[config.mk]
export PLATFORM = sky130hd
export DESIGN_NAME = serial_calc_top
export DESIGN_NICKNAME = d
export VERILOG_FILES = /design/src/source/calc_pkg.sv /design/src/source/op_if.sv /design/src/source/alu_execute.sv /design/src/source/command_decoder.sv /design/src/source/result_tx_ctrl.sv /design/src/source/serial_calc_top.sv /design/src/source/uart_receiver.sv /design/src/source/uart_transmitter.sv
export SDC_FILE = /design/constraint.sdc
export NUM_CORES = 1
export LEC_CHECK = 0
export BUFFER_PORTS_ARGS = -buffer_cell sky130_fd_sc_hd__clkbuf_2
export CORE_MARGIN = 2
export CORE_UTILIZATION = 39
export CTS_BUF_LIST = sky130_fd_sc_hd__clkbuf_4 sky130_fd_sc_hd__clkbuf_8 sky130_fd_sc_hd__clkbuf_16
export DETAILED_ROUTE_END_ITERATION = 8
export SYNTH_ARGS = -nofsm -noshare
export SYNTH_HDL_FRONTEND = slang
export SYNTH_SLANG_ARGS = --single-unit
[constraint.sdc]
create_clock -name clock -period 5.9 [get_ports clock]
set_clock_uncertainty 0.2 [all_clocks]
set_input_delay 0.885 -clock clock [delete_from_list [all_inputs] [get_ports clock]]
set_output_delay 0.885 -clock clock [all_outputs]
set_load 0.01 [all_outputs]
[src/source/calc_pkg.sv]
package calc_pkg;

	//////////////////////////////////////////////////////////////////////////////
	// Data widths
	//////////////////////////////////////////////////////////////////////////////

	// One byte on the serial line
	typedef logic [7:0] byte_t;

	// Operand and result width
	typedef logic [15:0] word_t;

	// Command opcodes, carried in the first byte of a frame
	// Any other byte value is treated as illegal
	typedef enum logic [7:0] {
		OP_ADD = 8'h01,
		OP_SUB = 8'h02,
		OP_AND = 8'h03,
		OP_OR  = 8'h04,
		OP_XOR = 8'h05,
		// Shift amount taken from the low four bits of B
		OP_SHL = 8'h06
	} opcode_t;

	//////////////////////////////////////////////////////////////////////////////
	// Command frame layout
	//////////////////////////////////////////////////////////////////////////////

	localparam int FRAME_BYTES = 5;
	localparam int FRAME_COUNT_W = $clog2(FRAME_BYTES);

	// Byte positions inside a frame, operands little endian
	localparam int POS_OPCODE = 0;
	localparam int POS_A_LOW = 1;
	localparam int POS_A_HIGH = 2;
	localparam int POS_B_LOW = 3;
	localparam int POS_B_HIGH = 4;

endpackage

[src/source/op_if.sv]
interface op_if;
	import calc_pkg::*;

	// One-cycle strobe, fields below only meaningful while high
	logic valid;
	opcode_t opcode;
	word_t operand_a;
	word_t operand_b;

	// Frame decoder side
	modport decoder (
		output valid,
		output opcode,
		output operand_a,
		output operand_b
	);

	// Execute stage side
	modport execute (
		input valid,
		input opcode,
		input operand_a,
		input operand_b
	);

endinterface

[src/source/alu_execute.sv]
module alu_execute (
	input logic clock,
	input logic reset,
	op_if.execute op,
	output calc_pkg::word_t result,
	output logic result_valid
);
	import calc_pkg::*;

	word_t alu_value;

	// Operation select, everything truncated to 16 bits
	always_comb begin
		case (op.opcode)
			// Add and subtract wrap modulo 2^16
			OP_ADD: alu_value = op.operand_a + op.operand_b;
			OP_SUB: alu_value = op.operand_a - op.operand_b;
			OP_AND: alu_value = op.operand_a & op.operand_b;
			OP_OR: alu_value = op.operand_a | op.operand_b;
			OP_XOR: alu_value = op.operand_a ^ op.operand_b;
			// Only the low four bits of B count
			OP_SHL: alu_value = op.operand_a << op.operand_b[3:0];
			default: alu_value = '0;
		endcase
	end

	// Result strobe one cycle behind the operation strobe
	always_ff @(posedge clock) begin
		if (reset)
			result_valid <= 1'b0;
		else
			result_valid <= op.valid;
	end

	// Result register, updated only for a valid operation
	always_ff @(posedge clock) begin
		if (op.valid)
			result <= alu_value;
	end

endmodule

[src/source/command_decoder.sv]
module command_decoder (
	input logic clock,
	input logic reset,
	input calc_pkg::byte_t rx_byte,
	input logic rx_strobe,
	op_if.decoder op
);
	import calc_pkg::*;

	logic [FRAME_COUNT_W-1:0] byte_count;
	logic last_byte;
	byte_t opcode_byte;
	word_t operand_a;
	word_t operand_b;

	// Only the listed opcodes are accepted
	function automatic logic is_legal(input byte_t code);
		case (code)
			OP_ADD, OP_SUB, OP_AND, OP_OR, OP_XOR, OP_SHL: return 1'b1;
			default: return 1'b0;
		endcase
	endfunction

	assign last_byte = (byte_count == FRAME_COUNT_W'(FRAME_BYTES - 1));

	// Frame position counter, wraps after every frame, legal or not
	always_ff @(posedge clock) begin
		if (reset) begin
			byte_count <= '0;
			op.valid <= 1'b0;
		end else begin
			op.valid <= rx_strobe && last_byte && is_legal(opcode_byte);
			if (rx_strobe)
				byte_count <= last_byte ? '0 : byte_count + 1'b1;
		end
	end

	// Steer each byte to its field
	always_ff @(posedge clock) begin
		if (rx_strobe) begin
			case (byte_count)
				FRAME_COUNT_W'(POS_OPCODE): opcode_byte <= rx_byte;
				FRAME_COUNT_W'(POS_A_LOW): operand_a[7:0] <= rx_byte;
				FRAME_COUNT_W'(POS_A_HIGH): operand_a[15:8] <= rx_byte;
				FRAME_COUNT_W'(POS_B_LOW): operand_b[7:0] <= rx_byte;
				FRAME_COUNT_W'(POS_B_HIGH): operand_b[15:8] <= rx_byte;
				default: ;
			endcase
		end
	end

	// Fields stay stable until the next frame overwrites them
	assign op.opcode = opcode_t'(opcode_byte);
	assign op.operand_a = operand_a;
	assign op.operand_b = operand_b;

endmodule

[src/source/result_tx_ctrl.sv]
module result_tx_ctrl #(
	parameter int INTER_BYTE_DELAY = 10000
) (
	input logic clock,
	input logic reset,
	input calc_pkg::word_t result,
	input logic result_valid,
	output calc_pkg::byte_t tx_data,
	output logic tx_start
);
	import calc_pkg::*;

	localparam int TIMER_W = $clog2(INTER_BYTE_DELAY + 1);

	typedef enum logic [2:0] {
		idle,
		send_low,
		delay_low,
		send_high,
		delay_high
	} ctrl_state_t;

	ctrl_state_t state;
	ctrl_state_t next_state;
	word_t result_reg;
	logic [TIMER_W-1:0] hold_timer;
	logic hold_done;

	// Delay states last INTER_BYTE_DELAY + 1 cycles, timer starts from zero
	assign hold_done = (hold_timer >= TIMER_W'(INTER_BYTE_DELAY));

	//////////////////////////////////////////////////////////////////////////////
	// Next state and strobe decode
	//////////////////////////////////////////////////////////////////////////////

	always_comb begin
		next_state = state;
		tx_start = 1'b0;
		tx_data = result_reg[7:0];
		case (state)
			idle: begin
				// Results arriving outside idle are dropped
				if (result_valid)
					next_state = send_low;
			end
			send_low: begin
				tx_start = 1'b1;
				next_state = delay_low;
			end
			delay_low: begin
				// Transmitter is idle again once the hold expires
				if (hold_done)
					next_state = send_high;
			end
			send_high: begin
				tx_data = result_reg[15:8];
				tx_start = 1'b1;
				next_state = delay_high;
			end
			delay_high: begin
				if (hold_done)
					next_state = idle;
			end
			default: next_state = idle;
		endcase
	end

	//////////////////////////////////////////////////////////////////////////////
	// State, capture and hold timer
	//////////////////////////////////////////////////////////////////////////////

	always_ff @(posedge clock) begin
		if (reset)
			state <= idle;
		else
			state <= next_state;
	end

	// Result arrives already registered, capture directly in idle
	always_ff @(posedge clock) begin
		if (state == idle && result_valid)
			result_reg <= result;
	end

	// Timer runs only while holding after a byte start
	always_ff @(posedge clock) begin
		if (reset)
			hold_timer <= '0;
		else if (state == delay_low || state == delay_high)
			hold_timer <= hold_timer + 1'b1;
		else
			hold_timer <= '0;
	end

endmodule

[src/source/serial_calc_top.sv]
module serial_calc_top #(
	parameter int CLKS_PER_BIT = 868,
	parameter int INTER_BYTE_DELAY = 10000
) (
	input logic clock,
	input logic reset,
	input logic rx,
	output logic tx
);
	import calc_pkg::*;

	//////////////////////////////////////////////////////////////////////////////
	// Command path
	//////////////////////////////////////////////////////////////////////////////

	byte_t rx_byte;
	logic rx_strobe;
	op_if op_bus ();

	uart_receiver #(
		.CLKS_PER_BIT(CLKS_PER_BIT)
	) receiver (
		.clock(clock),
		.reset(reset),
		.rx(rx),
		.rx_byte(rx_byte),
		.rx_strobe(rx_strobe)
	);

	command_decoder decoder (
		.clock(clock),
		.reset(reset),
		.rx_byte(rx_byte),
		.rx_strobe(rx_strobe),
		.op(op_bus)
	);

	//////////////////////////////////////////////////////////////////////////////
	// Execute and reply path
	//////////////////////////////////////////////////////////////////////////////

	word_t result;
	logic result_valid;
	byte_t tx_data;
	logic tx_start;

	alu_execute execute (
		.clock(clock),
		.reset(reset),
		.op(op_bus),
		.result(result),
		.result_valid(result_valid)
	);

	// Two reply bytes, low first, paced by the inter-byte hold
	result_tx_ctrl #(
		.INTER_BYTE_DELAY(INTER_BYTE_DELAY)
	) reply_ctrl (
		.clock(clock),
		.reset(reset),
		.result(result),
		.result_valid(result_valid),
		.tx_data(tx_data),
		.tx_start(tx_start)
	);

	uart_transmitter #(
		.CLKS_PER_BIT(CLKS_PER_BIT)
	) transmitter (
		.clock(clock),
		.reset(reset),
		.tx_data(tx_data),
		.tx_start(tx_start),
		.tx(tx)
	);

endmodule

[src/source/uart_receiver.sv]
module uart_receiver #(
	parameter int CLKS_PER_BIT = 868
) (
	input logic clock,
	input logic reset,
	input logic rx,
	output calc_pkg::byte_t rx_byte,
	output logic rx_strobe
);
	localparam int COUNT_W = $clog2(CLKS_PER_BIT);
	localparam int HALF_BIT = (CLKS_PER_BIT - 1) / 2;

	typedef enum logic [1:0] {idle, start_bit, data_bits, stop_bit} rx_state_t;

	rx_state_t state;
	logic rx_meta;
	logic rx_sync;
	logic rx_prev;
	logic [COUNT_W-1:0] clk_count;
	logic [2:0] bit_index;
	logic bit_done;

	// Full bit period elapsed, lands on mid-bit once aligned by the start bit
	assign bit_done = (clk_count == COUNT_W'(CLKS_PER_BIT - 1));

	// Two-flop synchroniser, plus a delayed copy for edge detection
	always_ff @(posedge clock) begin
		if (reset) begin
			rx_meta <= 1'b1;
			rx_sync <= 1'b1;
			rx_prev <= 1'b1;
		end else begin
			rx_meta <= rx;
			rx_sync <= rx_meta;
			rx_prev <= rx_sync;
		end
	end

	always_ff @(posedge clock) begin
		if (reset) begin
			state <= idle;
			clk_count <= '0;
			bit_index <= '0;
			rx_strobe <= 1'b0;
		end else begin
			rx_strobe <= 1'b0;
			case (state)
				idle: begin
					clk_count <= '0;
					bit_index <= '0;
					// Falling edge marks a start bit
					if (rx_prev && !rx_sync)
						state <= start_bit;
				end
				start_bit: begin
					if (clk_count == COUNT_W'(HALF_BIT)) begin
						clk_count <= '0;
						// Line back high at mid-bit means a glitch
						state <= rx_sync ? idle : data_bits;
					end else begin
						clk_count <= clk_count + 1'b1;
					end
				end
				data_bits: begin
					if (bit_done) begin
						clk_count <= '0;
						bit_index <= bit_index + 1'b1;
						if (bit_index == 3'd7)
							state <= stop_bit;
					end else begin
						clk_count <= clk_count + 1'b1;
					end
				end
				stop_bit: begin
					// Stop level not checked, byte handed over at mid stop bit
					if (bit_done) begin
						clk_count <= '0;
						rx_strobe <= 1'b1;
						state <= idle;
					end else begin
						clk_count <= clk_count + 1'b1;
					end
				end
				default: state <= idle;
			endcase
		end
	end

	// Data sampled at mid-bit, LSB first, so shift in from the top
	always_ff @(posedge clock) begin
		if (state == data_bits && bit_done)
			rx_byte <= {rx_sync, rx_byte[7:1]};
	end

endmodule

[src/source/uart_transmitter.sv]
module uart_transmitter #(
	parameter int CLKS_PER_BIT = 868
) (
	input logic clock,
	input logic reset,
	input calc_pkg::byte_t tx_data,
	input logic tx_start,
	output logic tx
);
	import calc_pkg::*;

	localparam int COUNT_W = $clog2(CLKS_PER_BIT);

	typedef enum logic [1:0] {idle, start_bit, data_bits, stop_bit} tx_state_t;

	tx_state_t state;
	byte_t data_reg;
	logic [COUNT_W-1:0] clk_count;
	logic [2:0] bit_index;
	logic bit_done;

	assign bit_done = (clk_count == COUNT_W'(CLKS_PER_BIT - 1));

	// Line level registered, start bit appears the cycle after tx_start
	always_ff @(posedge clock) begin
		if (reset) begin
			state <= idle;
			tx <= 1'b1;
			clk_count <= '0;
			bit_index <= '0;
		end else begin
			// Bit timer free runs outside idle, cleared at each bit boundary
			if (state == idle || bit_done)
				clk_count <= '0;
			else
				clk_count <= clk_count + 1'b1;
			case (state)
				idle: begin
					bit_index <= '0;
					// Start pulses while busy are ignored
					if (tx_start) begin
						tx <= 1'b0;
						state <= start_bit;
					end
				end
				start_bit: begin
					if (bit_done) begin
						tx <= data_reg[0];
						state <= data_bits;
					end
				end
				data_bits: begin
					if (bit_done) begin
						if (bit_index == 3'd7) begin
							tx <= 1'b1;
							state <= stop_bit;
						end else begin
							tx <= data_reg[bit_index + 3'd1];
							bit_index <= bit_index + 1'b1;
						end
					end
				end
				stop_bit: begin
					if (bit_done)
						state <= idle;
				end
				default: state <= idle;
			endcase
		end
	end

	// Byte held for the whole frame
	always_ff @(posedge clock) begin
		if (state == idle && tx_start)
			data_reg <= tx_data;
	end

endmodule

==> impl_metrics.json <==
{
  "p_per_area_nw_per_um2": 250.7,
  "hold_viol_final": 0,
  "whs_path_depth": 0,
  "power_frac_seq_pct": 49.1,
  "die_y_um": 147.5,
  "ios": 4,
  "hold_class": "register to register",
  "remaining_drc_errors": 0,
  "clockBufferDepth": 2,
  "final-setup-viol-count": 0,
  "rr_worst_depth": 10,
  "die_area_sq_um": 21750,
  "first_pass_iters": 6,
  "io_buffers": 3,
  "htree_num_levels": 4,
  "p_sw_share_pct": 21.38,
  "vias_per_cell": 5.282,
  "ir_drop_mv": 0.1640,
  "clkSlewWorstSetupHoldPaths_ps": 60,
  "cp.required_ps": 5850,
  "tritoncts": "done",
  "core-area_sq_um": 20230,
  "fin_cells": 1048,
  "fin_tns_setup_ps": 0,
  "netlist_instances": 770,
  "placementRows": 52,
  "fin_util_pct": 43.98,
  "initial_core_util_pct": 39.69,
  "synth_area_sq_um": 8030,
  "clkLatencyLatePin_ps": 410,
  "cts_root_buffer": "clkbuf_16",
  "fin_nets": 837,
  "p_int_w": 0.001754,
  "power.switching_w": 0.0004771,
  "ys_seq_area_share_pct": 47.12,
  "grt_pass1_wl_um": 27560,
  "grt_overflow": 0,
  "antenna_found_initial": 0,
  "startpoint_type": "register",
  "numCtsBuffers": 17,
  "first_global_vias": 5236,
  "dp.cells": 1016,
  "slew_viol_final": 0,
  "power_w": 0.002231,
  "max_slew.worst_pin.slew_ps": 863.8,
  "combinationalPowerShare_pct": 3.2,
  "post_cts_buffers": 0,
  "vias": 5536,
  "n_antenna_cell": 0,
  "drtAntennaViolNets": 0,
  "post_drt_wl_per_cell_um": 16.09,
  "grt_usage_pct": 16.15,
  "crit_path_max_fanout": 21,
  "dp_hpwl_um": 12480,
  "hold_ws_ps": 215.9,
  "p_clk_share_pct": 47.7,
  "fmax_mhz": 240.3,
  "ctsHoldBuffers": 0,
  "drt_iter0_markers": 394,
  "outcome": "complete, no violations",
  "ys.warnings.count": 0,
  "synth_edf_count": 88,
  "netlist.area_leader.share_pct": 32.91,
  "slew_headroom_pct": 42.41,
  "drive_gt1_share_pct": 8.740,
  "synth.distinct_cells": 63,
  "power.leakage_nw": 3.292,
  "criticalPathCategory": "register to register",
  "ys.flop_type": "edfxtp_1",
  "ctsResizeCount": 0,
  "routed_wl_um": 16860,
  "arrival_ps": 4110,
  "synth_top_area_cell": "edfxtp_1",
  "grt_max_degree": 34,
  "ys_seq_elements": 145,
  "period_minus_slack_ps": 4161,
  "ys_top_cells_by_area": "edfxtp_1 (33%), dfxtp_1 (14%), ha_1 (11%), xnor2_1 (4.3%), nor2_1 (3.6%)",
  "synthesis.nets": 842,
  "area_growth_pct": 10.83,
  "end_kind": "register",
  "place.gp.congestion": 0.9436,
  "chipWidth_um": 147.5,
  "rsz0062_at_grt": "false",
  "numClockSinks": 145,
  "avgSynthCellArea_sq_um": 10.43,
  "finalCritPeriodShare_pct": 70.52,
  "async_flop_share_pct": 0,
  "maxCapViolations": 0
}
## cells in the final DEF (no fill, tap or decap), types with 9 or more instances in the layout
cell type  instances
inv_1             51
nand4_1            9
mux2_2            10
and3_1             9
nand3_1           19
o21ai_0           27
dfxtp_1           57
xnor2_1           39
o211ai_1          13
mux2i_1           16
clkbuf_16         20
nor2_1            78
nor3_1            15
a21oi_1           34
nand2_1           56
edfxtp_1          88
o22ai_1           10
ha_1              68
xor2_1            21
a31oi_1            9
## cells by family after synthesis
group | count (synthesis) | share of synthesized area, %
AND/OR/NAND/NOR | 234 | 14.29
AO/OA/AOI/OAI | 149 | 12.20
flip-flops | 145 | 47.12
buffers and inverters | 81 | 3.926
adder cells (fa/ha/maj) | 69 | 10.84
XOR/XNOR | 60 | 6.544
multiplexers | 32 | 5.079
## final timing paths
check,from,end,slack [ps]
max,decoder.op.operand_b[0],execute.result[14],1740
min,execute.result[13],reply_ctrl.result_reg[13],220
max reg2reg,decoder.op.operand_b[0],execute.result[14],1740
min reg2reg,execute.result[13],reply_ctrl.result_reg[13],220
## cells in the mapped netlist, types with 5 or more instances
cell       n
edfxtp_1  88
nor2_1    78
ha_1      68
dfxtp_1   57
nand2_1   56
inv_1     50
xnor2_1   39
a21oi_1   34
o21ai_0   27
clkbuf_1  25
xor2_1    21
nand3_1   19
mux2i_1   16
nor3_1    15
o211ai_1  13
mux2_2    10
o22ai_1   10
a31oi_1    9
and3_1     9
nand4_1    9
o21ai_1    8
nand2b_1   7
a22o_1     6
a22oi_1    6
and2_1     6
mux4_2     6
a21o_1     5
nor2b_1    5
nor4_1     5
## critical path, cell delays in order (launching register included)
cell and delay, ps:
edfxtp_1 920, inv_1 320, ha_1 370, mux2i_1 110, fa_1 470, a21o_1 230, a221oi_2 380, o211ai_1 200
a311oi_2 260, xnor2_1 100, a221o_1 330
## area by class of cell
cell class | instances | area (sq um)
Fill cell | 1868 | 11330
Clock buffer | 22 | 528.0
Clock inverter | 10 | 80.08
Tap cell | 270 | 337.8
Sequential cell | 145 | 3784
Timing Repair Buffer | 7 | 45.04
Inverter | 50 | 187.7
Multi-Input combinational cell | 544 | 3938
## metal layers
metal,track usage [%],vias to the layer above,wire length (um)
met2,25.12,139,7684
met4,6.538,0,488
li1,-,2774,-
met1,22.16,2591,7803
met5,0,-,0
met3,3.272,32,883
## power by group through the flow
| stage | combinational, W | clock [W] | sequential, W |
|---|---|---|---|
| 6_report | 0.0000709 | 0.00107 | 0.00110 |
| 5_1_grt | 0.0000843 | 0.00114 | 0.00110 |
| 4_1_cts | 0.0000719 | 0.00109 | 0.00110 |
| 3_5_place_dp | 0.0000713 | 0 | 0.00112 |
| 3_3_place_gp | 0.0000721 | 0 | 0.00112 |
| 2_1_floorplan | 0.0000613 | 0 | 0.00111 |
## metrics by stage
stage | setup slack (ps) | instance area [sq um]
finish | 1739 | 8900
CTS | 1752 | 8900
global route | 1378 | 8900
detailed placement | 1794 | 8292
floorplan | 1979 | 8030
global placement | 1863 | 8292
Note: power is estimated with default switching activity, not from simulation.
